[config.mk]
export PLATFORM = sky130hd
export DESIGN_NAME = dg_output_stage
export DESIGN_NICKNAME = d
export VERILOG_FILES = /design/src/dg_pkg.sv /design/src/dg_output_stage.sv
export SDC_FILE = /design/constraint.sdc
export NUM_CORES = 1
export LEC_CHECK = 0
export BUFFER_PORTS_ARGS = -buffer_cell sky130_fd_sc_hd__buf_4
export CAP_MARGIN = 30
export CORE_ASPECT_RATIO = 1.75
export CORE_UTILIZATION = 50
export DETAILED_ROUTE_END_ITERATION = 8
export PLACE_DENSITY = 0.84
export SYNTH_ARGS = -nofsm -noshare
export SYNTH_HDL_FRONTEND = slang
export SYNTH_SLANG_ARGS = --single-unit
export TNS_END_PERCENT = 50
[constraint.sdc]
create_clock -name clk100 -period 2.04 [get_ports clk100]
set_clock_uncertainty 0.2 [all_clocks]
set_input_delay 0 -clock clk100 [delete_from_list [all_inputs] [get_ports clk100]]
set_output_delay 0 -clock clk100 [all_outputs]
set_load 0.01 [all_outputs]
[src/dg_pkg.sv]
package dg_pkg;

   // ==========================================================
   // delay/width table types
   // ==========================================================

   // one channel, delay in the upper half of the write data word
   typedef struct packed {
      logic [31:0] delay;   // clk100 cycles after t0
      logic [31:0] width;   // cycles, 0 = never active
   } delay_width_t;

   localparam int N_CHANNELS = 9;   // push, inject, eject x2, gate x2, adc, 2 spare
   localparam int N_PAGES    = 4;   // protocol pages

   typedef logic [1:0] page_t;
   typedef delay_width_t [N_CHANNELS-1:0] pair_array_t;   // one protocol page

   // ==========================================================
   // host register map
   // ==========================================================

   typedef logic [3:0] reg_addr_t;

   localparam reg_addr_t ADDR_INTERVAL   = 4'd0;    // staged interval, data[31:0]
   localparam reg_addr_t ADDR_PAIR_FIRST = 4'd1;    // channel 0
   localparam reg_addr_t ADDR_PAIR_LAST  = 4'd9;    // channel 8
   localparam reg_addr_t ADDR_PAGE       = 4'd11;   // write page, data[1:0]
   localparam reg_addr_t ADDR_PROTOCOL   = 4'd14;   // protocol number, data[1:0]
   localparam reg_addr_t ADDR_COMMIT     = 4'd15;   // commit on data[0]

   // ==========================================================
   // interval limits in clk100 cycles
   // ==========================================================

   localparam logic [31:0] DEFAULT_INTERVAL = 32'd100000;   // 1 ms
   localparam logic [31:0] MIN_INTERVAL     = 32'd1000;     // 10 us

endpackage

[src/dg_output_stage.sv]
`timescale 1ns/1ns

module dg_output_stage
   import dg_pkg::*;
(
   input  logic                  clk100,
   input  logic                  hps_fpga_reset_n,
   input  logic                  t0,
   input  logic [N_CHANNELS-1:0] ch_active,
   output logic                  push_n,
   output logic                  inject_n,
   output logic                  eject_n,
   output logic                  gate_n,
   output logic                  adc_n,
   output logic                  t0_out,
   output logic [63:0]           timestamp,
   output logic [31:0]           t0_count
);

   // ==========================================================
   // pin mapping, active low
   // ==========================================================

   // channels 7 and 8 are spare and stay internal
   always_ff @(posedge clk100) begin
      if (!hps_fpga_reset_n) begin
         push_n   <= 1'b1;
         inject_n <= 1'b1;
         eject_n  <= 1'b1;
         gate_n   <= 1'b1;
         adc_n    <= 1'b1;
         t0_out   <= 1'b0;
      end else begin
         push_n   <= ~ch_active[0];                   // push
         inject_n <= ~ch_active[1];                   // injection sector
         eject_n  <= ~(ch_active[2] | ch_active[3]);  // ejection sector 0,1
         gate_n   <= ~(ch_active[4] | ch_active[5]);  // gate 0,1
         adc_n    <= ~ch_active[6];                   // adc delay
         t0_out   <= t0;                              // aligned with the pins
      end
   end

   // ==========================================================
   // timestamp capture
   // ==========================================================

   logic [63:0] clk_count;   // free running clk100 count

   always_ff @(posedge clk100) begin
      if (!hps_fpga_reset_n) begin
         clk_count <= '0;
         timestamp <= '0;
         t0_count  <= '0;
      end else begin
         clk_count <= clk_count + 64'd1;
         if (t0) begin
            timestamp <= clk_count;          // count at the t0 cycle
            t0_count  <= t0_count + 32'd1;
         end
      end
   end

endmodule

### Yosys cells after proc, flatten, opt, wreduce, memory -nomap -nowiden

Index checks and enable logic that the tools add are counted.

* add/sub/neg operators: 2
* divide/modulo/power cells: 0
* reductions and logical operators: 0
* shift operators: 0
* bitwise logic cells: 7
* eq/ne operators: 0
* muxes and demuxes: 0
* order comparisons: 0
* multipliers: 0

Operator list (count)
* 64-bit by 1-bit adder with 64-bit output, second input constant: 1
* 32-bit by 1-bit adder with 32-bit output, second input constant: 1
* 1-bit NOT: 5
* 1-bit OR: 2

* bits of input ports: 12
* output and inout bits: 102
* bits in writable memories: 0
* ROM bits: 0
* logic and storage cells: 18
* latch bits: 0
* memories kept: 0
* flip-flop bits (word level): 166

### Depth between registers and ports, before layout

* depth after elaboration: 2
* depth in mapped cells: 8
* gate-level depth less buffers: 6

### Worst setup path after synthesis

Ideal clock, no wire load.

* path type: flip-flop to flip-flop
* start: register clk_count[0]
* end: register clk_count[56]
* library setup time: 0.071 ns
* path slack: -0.189 ns
* path buffers: 2
* data arrival time: 1.959 ns
* cell stages (with the launch flop): 9
* data required time: 1.769 ns
* period minus slack after synthesis: 2.229 ns
* path through: dfxtp_1 ha_1 and4_1 and4_1 clkbuf_1 nand4_1 buf_2 or3_1 a21oi_1

* word-level cells in the longest chain between the ends: 1

Ends and longest elaborated chain
* start: declaration: line dg_output_stage.sv:47 `logic [63:0] clk_count;`
* start signal: assignment: line dg_output_stage.sv:55 `clk_count <= clk_count + 64'd1;`
* 64-bit by 1-bit adder with 64-bit output: line dg_output_stage.sv:55

Every way passes these cells.
A chain may end at the register's enable or synchronous reset.

### Final worst setup path

* start: register clk_count[12]
* end: register clk_count[55]

The elaborated chain is that of the path after synthesis.

==> summary.txt <==
Timing
  – Final Cycle Share: 110.2%
  – Tightest Pin Transition: 0.5108 ns
  – Relative slew slack: between 60% and 70%
  – Fin. Hold Viols: 0
  – Pins Over Slew Limit: 0
  – Min Clock Period, post-route: 2.248 ns
  – Hold Slack: 0.1476 ns
  – Max Fclk: 444.8 MHz
  – Setup violators final: 12
  – Post-route setup slack: -0.2082 ns
  – RSZ-0062 raised after global routing: true

Critical path
  – Crit-path max cell delay: ~0.46 ns
  – Crit path max-delay cell type: or4_1
  – Worst path buffer plus inverter count: 2
  – Startpoint Class: flip-flop
  – Worst Path Required: about 2.2 ns
  – Worst setup EP type: flip-flop
  – Crit Path Category: reg2reg
  – Data arrival, critical path: about 2.4 ns
  – Critical path cell sequence: nand2_2 > nor4_4 > buf_6 > buf_4 > nand3_2 > or4_1 > a21oi_1
  – CP top delay family: simple AND/OR/NAND/NOR gates
  – CP max FO: 6

Finish
  – Final core occ: 72.88%
  – Commonest non-fill, non-tap cell in the layout: buf_4
  – Layout cells sized above 1: around 32%
  – Syn-to-layout area delta: 41.19%
  – Most frequent cells in the layout: buf_4, dfxtp_1, nor2_1
  – Multi-input gate area: around 3400 um2
  – Final #Nets: 965
  – Number of fill cells: 886
  – Sequential cell area: ~3300 um2
  – Antenna diode count: 0

Logic synthesis
  – Syn avg cell area: around 9 um2
  – Flops & latches, synth: approximately 170
  – Synthesis Warnings: 0
  – Sequential area share after synthesis: 49.50%
  – Mapped Area: 6714 um2
  – Post-synthesis cell count: 725
  – Synth cell types: 41
  – Synthesized Nets: 739

Outcome
  – Failing checks: setup timing
  – Status: complete, but fails checks

Power
  – Worst VDD drop: 0.6428 mV
  – Leak pwr: 3.969 nW
  – PD cells: roughly 720 nW/um2

Detailed routing
  – Total number of vias: 6,295
  – DRT antenna net count: 0
  – Drt first-iter violations: 486
  – Drt via density: 5.546
  – Final wirelength: 18,320 um
  – Pre-antenna DRT Iters: 5
  – DRC: 0
  – DR WL/cell: 16.14 um

GRT
  – Global route overflow: 0
  – Total global-route track usage: 25.26%
  – Largest net degree at the start of global routing: 67
  – Antenna violations before repair: 0
  – Vias in the first global route: ~5,900
  – Global-route wire length before repair: around 27,000 um

Floorplan
  – IO Count: between 100 and 150
  – Die Y: 155.3 um
  – Core Rows: 55
  – Die area: 13,910 um2
  – Initial Util: 51.62%
  – Die width: 89.60 um
  – Core area: around 13,000 um2

Clocking
  – Worst-path clk slew: 0.07 ns
  – # clock sinks: about 170
  – Worst-Skew Late Latency: 0.43 ns
  – H-Tree Depth: 4
  – Root Buffer: clkbuf_16
  – Inserted Clock Buffers: 17
  – Longest Clk Path Bufs: 2
  – CTS tree: done

Placement
  – Post-DP HPWL: ~11,000 um
  – Final GP Congestion: 0.8509
  – Pre-CTS setup slack: -0.07381 ns
  – # port buffers: ~110

Job
  – Max-cap violations: 0

Worst hold path
  – Tightest Hold Check Type: in2reg
flip-flops by register name (all words and copies together) (netlist names):
name / count
clk_count: 64
timestamp: 64
t0_count: 32
adc_n: 1
eject_n: 1
gate_n: 1
inject_n: 1
push_n: 1
t0_out: 1
power breakdown:
part	internal [mW]	switching [mW]
Clock	1.98	1.35
Combinational	0.105	0.131
Sequential	3.26	0.0151
cells in the mapped netlist:
cell,n,area [um2]
dfxtp_1,166,3323
nor2_1,140,525.5
mux2i_1,65,650.6
nand4_1,40,250.2
xor2_1,39,341.6
nand2_1,34,127.6
nand3_1,32,160.2
a21oi_1,26,130.1
xnor2_1,24,210.2
o21ai_0,19,95.09
clkbuf_1,18,67.56
or3_1,15,93.84
and3_1,11,68.82
and2_1,10,62.56
nor3_1,10,50.05
o31ai_1,9,67.56
or4_1,9,67.56
buf_1,7,26.28
inv_1,7,26.28
nor4_1,6,37.54
and4_1,5,43.79
buf_2,5,25.02
o21a_1,5,37.54
ha_1,2,25.02
nand3_2,2,20.02
nand4b_1,2,17.52
nor4_4,2,42.54
or3_2,2,15.01
a211oi_1,1,7.510
a31oi_1,1,6.260
and4_2,1,10.01
buf_4,1,7.510
buf_6,1,11.26
clkbuf_2,1,5.000
clkinv_1,1,3.750
dlygate4sd3_1,1,10.01
nand2b_1,1,6.260
nand4_2,1,12.51
nor2_2,1,6.260
nor3_2,1,10.01
o31a_1,1,8.760
cell type report:
class,count,area share [%]
Clock buffer,19,4.673
Timing Repair Buffer,240,20.16
Multi-Input combinational cell,518,35.48
Clock inverter,13,1.822
Inverter,8,0.3432
Tap cell,171,2.257
Sequential cell,166,35.27
stage by stage:
step                power [mW]  instance area [um2]  cells  setup TNS [ns]
floorplan                3.475                 6744    725        -0.04519
global placement         3.551                 8396   1069        -0.01012
detailed placement       3.554                 8396   1069         -0.2418
CTS                      6.859                 9270   1125         -0.6079
global route             7.036                 9479   1135          -2.961
finish                   6.844                 9479   1135         -0.5076
layer usage:
layer  vias up  track usage (%)  wire (um)
li1       2983                -          -
met1      3040            26.09       6779
met2       220            46.90      10140
met3        52            5.517        829
met4         0            11.04        576
met5         -                0          0
path summary, 6_finish.rpt:
kind | from | endpoint | slack [ns] | cells past startpoint
setup / recovery | clk_count[12]$_SDFF_PN0_ | clk_count[55]$_SDFF_PN0_ | -0.21 | 7
hold / removal | ch_active[5] | gate_n$_SDFF_PN1_ | 0.15 | 3
setup reg to reg | clk_count[12]$_SDFF_PN0_ | clk_count[55]$_SDFF_PN0_ | -0.21 | 7
hold reg to reg | timestamp[32]$_SDFFE_PN0P_ | timestamp[32]$_SDFFE_PN0P_ | 0.30 | 2
kinds of logic after synthesis:
kind of cell	synth area share [%]
mux	9.691
simple gates	24.25
flops	49.50
buf+inv	2.721
fa+ha+maj	0.3727
compound gates	5.255
xor+xnor	8.218
worst min-delay path: stages:
cell,delay (ns)
buf_4,0.08
o21ai_0,0.08
dlygate4sd3_1,0.56
what timing repair did:
action,in CTS,in global routing
buffers inserted,11,9
hold buffers,13,0
setup endpoints to repair,19,51
gates resized for setup,14,38
pin swaps,20,15
endpoints found under the hold margin,43,0
gates cloned,0,1
Power figures use the tool's default switching activity.
