$ cat config.mk
export PLATFORM = sky130hd
export DESIGN_NAME = dg_sequencer
export DESIGN_NICKNAME = d
export VERILOG_FILES = /design/src/dg_pkg.sv /design/src/dg_sequencer.sv
export SDC_FILE = /design/constraint.sdc
export NUM_CORES = 2
export LEC_CHECK = 0
export ABC_CLOCK_PERIOD_IN_PS = 10000
export BUFFER_PORTS_ARGS = -buffer_cell sky130_fd_sc_hd__buf_2
export CELL_PAD_IN_SITES_DETAIL_PLACEMENT = 1
export CELL_PAD_IN_SITES_GLOBAL_PLACEMENT = 2
export CORE_ASPECT_RATIO = 0.6
export CORE_UTILIZATION = 37
export CTS_BUF_LIST = sky130_fd_sc_hd__clkbuf_2 sky130_fd_sc_hd__clkbuf_4 sky130_fd_sc_hd__clkbuf_8
export DETAILED_ROUTE_END_ITERATION = 7
export PLACE_DENSITY = 0.8
export REMOVE_ABC_BUFFERS = 1
export SLEW_MARGIN = 15
export SYNTH_ARGS = -nofsm -noshare
export SYNTH_HDL_FRONTEND = slang
export SYNTH_SLANG_ARGS = --single-unit
$ cat constraint.sdc
create_clock -name clk100 -period 10 [get_ports clk100]
set_clock_uncertainty 0.1 [all_clocks]
set_input_delay 2 -clock clk100 [delete_from_list [all_inputs] [get_ports clk100]]
set_output_delay 2 -clock clk100 [all_outputs]
set_load 0.01 [all_outputs]
$ cat src/dg_pkg.sv
package dg_pkg;

   // ==========================================================
   // delay/width table types
   // ==========================================================

   // one channel, delay in the upper half of the write data word
   typedef struct packed {
      logic [31:0] delay;   // clk100 cycles after t0
      logic [31:0] width;   // cycles, 0 = never active
   } delay_width_t;

   localparam int N_CHANNELS = 9;   // push, inject, eject x2, gate x2, adc, 2 spare
   localparam int N_PAGES    = 4;   // protocol pages

   typedef logic [1:0] page_t;
   typedef delay_width_t [N_CHANNELS-1:0] pair_array_t;   // one protocol page

   // ==========================================================
   // host register map
   // ==========================================================

   typedef logic [3:0] reg_addr_t;

   localparam reg_addr_t ADDR_INTERVAL   = 4'd0;    // staged interval, data[31:0]
   localparam reg_addr_t ADDR_PAIR_FIRST = 4'd1;    // channel 0
   localparam reg_addr_t ADDR_PAIR_LAST  = 4'd9;    // channel 8
   localparam reg_addr_t ADDR_PAGE       = 4'd11;   // write page, data[1:0]
   localparam reg_addr_t ADDR_PROTOCOL   = 4'd14;   // protocol number, data[1:0]
   localparam reg_addr_t ADDR_COMMIT     = 4'd15;   // commit on data[0]

   // ==========================================================
   // interval limits in clk100 cycles
   // ==========================================================

   localparam logic [31:0] DEFAULT_INTERVAL = 32'd100000;   // 1 ms
   localparam logic [31:0] MIN_INTERVAL     = 32'd1000;     // 10 us

endpackage

$ cat src/dg_sequencer.sv
`timescale 1ns/1ns

module dg_sequencer
   import dg_pkg::*;
#(
   parameter logic [31:0] DEFAULT_INTERVAL = dg_pkg::DEFAULT_INTERVAL
) (
   input  logic                  clk100,
   input  logic                  hps_fpga_reset_n,
   input  pair_array_t           sel_pairs,
   input  logic                  commit,
   input  logic [31:0]           commit_interval,
   output logic                  t0,
   output logic [N_CHANNELS-1:0] ch_active
);

   // ==========================================================
   // period counter
   // ==========================================================

   logic [31:0] interval;     // period length in clk100 cycles
   logic [31:0] phase;        // 0 .. interval-1
   logic [31:0] phase_next;
   logic        period_end;

   pair_array_t act_pairs;    // pairs held for the running period
   pair_array_t cur_pairs;    // pairs seen by the window compare

   // phase 0 marks the start of every period
   assign t0 = (phase == '0);

   assign period_end = (phase >= interval - 32'd1);

   always_comb begin
      if (commit && !t0) begin
         phase_next = '0;            // restart on new interval
      end else if (commit) begin
         phase_next = 32'd1;         // period already began this cycle
      end else if (period_end) begin
         phase_next = '0;            // wrap
      end else begin
         phase_next = phase + 32'd1;
      end
   end

   // reset parks the phase on the last count, so the first cycle
   // out of reset is phase 0 and starts the first period
   always_ff @(posedge clk100) begin
      if (!hps_fpga_reset_n) begin
         interval <= DEFAULT_INTERVAL;
         phase    <= DEFAULT_INTERVAL - 32'd1;
      end else begin
         phase <= phase_next;
         if (commit) begin
            interval <= commit_interval;   // already clamped
         end
      end
   end

   // ==========================================================
   // per-period pair latch
   // ==========================================================

   always_ff @(posedge clk100) begin
      if (!hps_fpga_reset_n) begin
         act_pairs <= '0;             // zero widths, all channels idle
      end else if (t0) begin
         act_pairs <= sel_pairs;      // protocol switch lands here
      end
   end

   // during phase 0 the latch is not loaded yet, use the table
   assign cur_pairs = t0 ? sel_pairs : act_pairs;

   // ==========================================================
   // channel windows
   // ==========================================================

   for (genvar i = 0; i < N_CHANNELS; i++) begin : g_win
      logic [32:0] win_end;    // one extra bit against overflow
      logic        after_start;
      logic        before_end;

      assign win_end     = {1'b0, cur_pairs[i].delay} + {1'b0, cur_pairs[i].width};
      assign after_start = (phase >= cur_pairs[i].delay);
      assign before_end  = ({1'b0, phase} < win_end);   // width 0 never passes

      assign ch_active[i] = after_start && before_end;
   end

endmodule

# After elaboration in Yosys (flattened, before gate mapping)
# Index checks and enable logic that the tools add are counted.
# classes
n_addsub,11
multipliers,0
n_div,0
order_cmp,19
eq_ne,0
shifts,0
n_mux,4
bitwise_logic,1
reduce_logical,13
# op_table
op,count
$mux 576,1
$ge 32x32->1,10
$add 32x32->33,9
$lt 32x33->1,9
$mux 17,3
$add 32x1->32 const B,1
$logic_not 32->1,1
$sub 32x1->32 const B,1
$logic_and 1x1->1,10
$reduce_or 4->1,1
$logic_not 1->1,1
$not 1->1,1
# word_totals
ff_bits,640
latch_bits,0
mem_bits_rw,0
romBits,0
in_bits,611
out_inout_bits,10
mem_count,0

# Longest topological paths before layout
# logic_depth
depth_word,5
depth_mapped,37

# Worst setup path after synthesis
# OpenSTA, ideal clock, no wires.
# synth_path
path_type,reg2out
start,register phase[0]
end,output ch_active[7]
t_arrival_ns,6.876
required_time_ns,7.900
path_slack_ns,1.024
path_stages_with_launch,34
path_cell_list,dfxtp_1 -> clkbuf_1 -> inv_1 -> ha_1 -> nor4b_2 -> and4_1 -> buf_4 -> nand2_4 -> buf_6 -> buf_2 -> clkbuf_1 -> buf_1 -> mux2i_1 -> inv_1 -> ha_1 -> a21o_1 -> maj3_1 -> mux2i_1 -> o311ai_1 -> o311ai_2 -> a211o_2 -> a31oi_2 -> a21boi_0 -> xor2_1 -> ha_1 -> a21oi_1 -> nor2b_1 -> a2111oi_0 -> nand3_1 -> a211oi_1 -> o21ai_0 -> a21oi_1 -> a211oi_1 -> a21oi_1
# synth_lines
item,line,rtl
start: declaration,dg_sequencer.sv:22,logic [31:0] phase;
start signal: assignment,dg_sequencer.sv:51,phase <= DEFAULT_INTERVAL - 32'd1;
start signal: assignment,dg_sequencer.sv:53,phase <= phase_next;
end: declaration,dg_sequencer.sv:14,output logic [N_CHANNELS-1:0] ch_active

==> impl_metrics.tcl <==
set metrics [dict create \
    powerDensity_nw_per_um2 97.1 \
    tightest_slew_ps 1220 \
    yosys.area_share.simple 0.227 \
    synth-xor-area-share 0.0552 \
    cts_sinks 640 \
    synthCells 6641 \
    grtUsageTotal 0.281 \
    clkSlewWorstSetupHoldPaths_ps 60 \
    grt_max_degree 109 \
    cp.required_ps 7900 \
    synthAdderAreaFrac 0.209 \
    vias 49980 \
    vdd_ir_drop_max_mv 0.0956 \
    rows 108 \
    yosysSeqAreaShare 0.238 \
    synth-main-ff-cell "dfxtp_1" \
    critical_path.max_fanout 50 \
    min_path_type "reg -> reg" \
    numCtsBuffers 112 \
    p_leak_nw 33.0 \
    layout_commonest_cell "nand2_1" \
    drc_errors 0 \
    viasPerCell 5.39 \
    drive_above_1_share 0.147 \
    synth.avg_cell_area_um2 8.12 \
    port_buffers 620 \
    dieArea_um2 147000 \
    cts_tree "yes" \
    cp.arrival_ps 7500 \
    min_period_over_period 0.960 \
    synth_edf_count 0 \
    synth_warnings 0 \
    cts.path.max_buffers 3 \
    first_global_vias 50881 \
    fin_hold_ws_ps 409 \
    pin_count 621 \
    cp-end-kind "output port" \
    area_growth_syn_to_layout_pct 15.8 \
    setup.worst_path.class "reg -> out" \
    synth_top_family_by_area "simple AND/OR/NAND/NOR gates" \
    max_stage_delay_ps 480 \
    gp_congestion 0.897 \
    max_cap_violations 0 \
    cpMaxStageDelayCell "a311oi_2" \
    drv_slew 0 \
    synth-async-reset-ratio 0 \
    synth_compound_area_frac 0.168 \
    finalHoldViolCount 0 \
    htreeDepth 3 \
    cts_hold_buf 0 \
    core-area_um2 145000 \
    first_iter_violations 3046 \
    grt_pass1_wl_mm 317 \
    clkLatencyLatePin_ps 870 \
    critPathLaunchType "flop" \
    grt_overflow 0 \
    utilization 0.432 \
    syn_area_um2 53900 \
    die_w_um 495 \
    synth-seq-cells 640 \
    antenna_found_initial 42 \
    max_freq_mhz 104 \
    setup_viol_count_final 0 \
    die_h_um 298 \
    critical_path.most_common_cell "ha_1" \
    start_util 0.373 \
    layout_common_cells "1065 x nand2_1, 865 x ha_1, 619 x buf_2" \
    ys_types 99 \
    fin_nets 8725 \
    ant_nets 0 \
    cts_root_buf "clkbuf_8" \
    place_hpwl_mm 158 \
    outcome "completed" \
    fin_total_pwr_mw 6.07 \
    dr.pass1.iters 5 \
    post-route-min-period_ps 9600 \
    synthMuxAreaShare 0.0603 \
    wl_per_cell_um 22.9 \
    wl_mm 212 \
    relSlewSlack 0.184 \
]
## report_power, final
group          total, mW  leakage (nW)  switching [mW]  internal, mW
registers           2.57          5.17          0.0123          2.56
clock network       2.90          1.36            1.27          1.63
logic              0.587          26.5           0.331         0.256
## worst max-delay path: cells and delay by family (launching register included)
kind | cells | cell delay (ps)
AOI/OAI and AO/OA | 11 | 2510
adders and majority gates | 5 | 1530
buffers and inverters | 3 | 530
DFF | 1 | 310
and+or+nand+nor | 8 | 1700
## cell usage after synthesis (all sizes together) (29+ instances only)
cell type	number	share of area
nand2	1066	0.074
ha	865	0.20
dfxtp	640	0.24
a21oi	403	0.037
nor2b	385	0.045
inv	353	0.025
a21o	340	0.047
mux2i	317	0.059
and2	302	0.035
o21ai	242	0.023
clkbuf	199	0.014
nor2	182	0.013
xnor2	180	0.029
xor2	160	0.026
nand4	125	0.015
nand3	110	0.010
nand2b	94	0.011
nor3	52	0.0050
and3	44	0.0051
o21bai	44	0.0061
buf	43	0.0040
a31oi	41	0.0051
o21a	41	0.0057
nor4	33	0.0045
maj3	29	0.0054
## routing by layer
metal / vias up / GRT usage / wire length, um
li1: 24457 / - / -
met1: 24085 / 0.400 / 103000
met2: 1146 / 0.435 / 91500
met3: 280 / 0.0443 / 11200
met4: 12 / 0.0825 / 6220
met5: - / 0 / 66
## stage by stage
| stage | setup slack, ps | cells | TNS [ps] | instance area (um^2) |
|---|---|---|---|---|
| floorplan | -7620 | 6399 | -853970 | 53000 |
| global placement | 393 | 9034 | 0 | 59300 |
| detailed placement | 323 | 9034 | 0 | 59300 |
| CTS | 4.85 | 9241 | 0 | 62000 |
| global route | -4.81 | 9266 | -4.81 | 62500 |
| finish | 402 | 9269 | 0 | 62500 |
## state kept, by name, indices dropped and copies added, names as in the netlist
signal and count:
act_pairs 576, phase 32, interval 32
## path summary, 6_finish.rpt
check | slack, ps | depth (start not counted) | startpoint | endpoint
max | 400 | 27 | phase[0] | ch_active[6]
min | 410 | 2 | act_pairs[133] | act_pairs[133]
max reg2reg | 4700 | 19 | interval[10] | phase[12]
min reg2reg | 410 | 2 | act_pairs[133] | act_pairs[133]
## repair_timing
action | in CTS | in global routing
pin swaps | 5 | 7
resized for setup | 23 | 49
gates cloned | 3 | 2
endpoints found under the setup margin | 8 | 9
hold endpoints to repair | 0 | 0
setup buffers | 2 | 10
## kinds of logic after synthesis
group,Yosys count
xor+xnor,340
fa+ha+maj,903
buf+inv,595
compound gates,1379
mux,323
flops,640
simple gates,2461
## area by class of cell
class,instances,area [um^2]
tap,1925,2410
sequential,640,12900
timing repair buffer,723,4060
clock inverter,30,429
antenna,16,40.0
fill,17501,82100
timing repair inverter,2,17.5
clock buffer,172,2160
inverter,353,1350
multi-input combinational,5408,39100
Note: power is estimated with default switching activity, not from simulation.
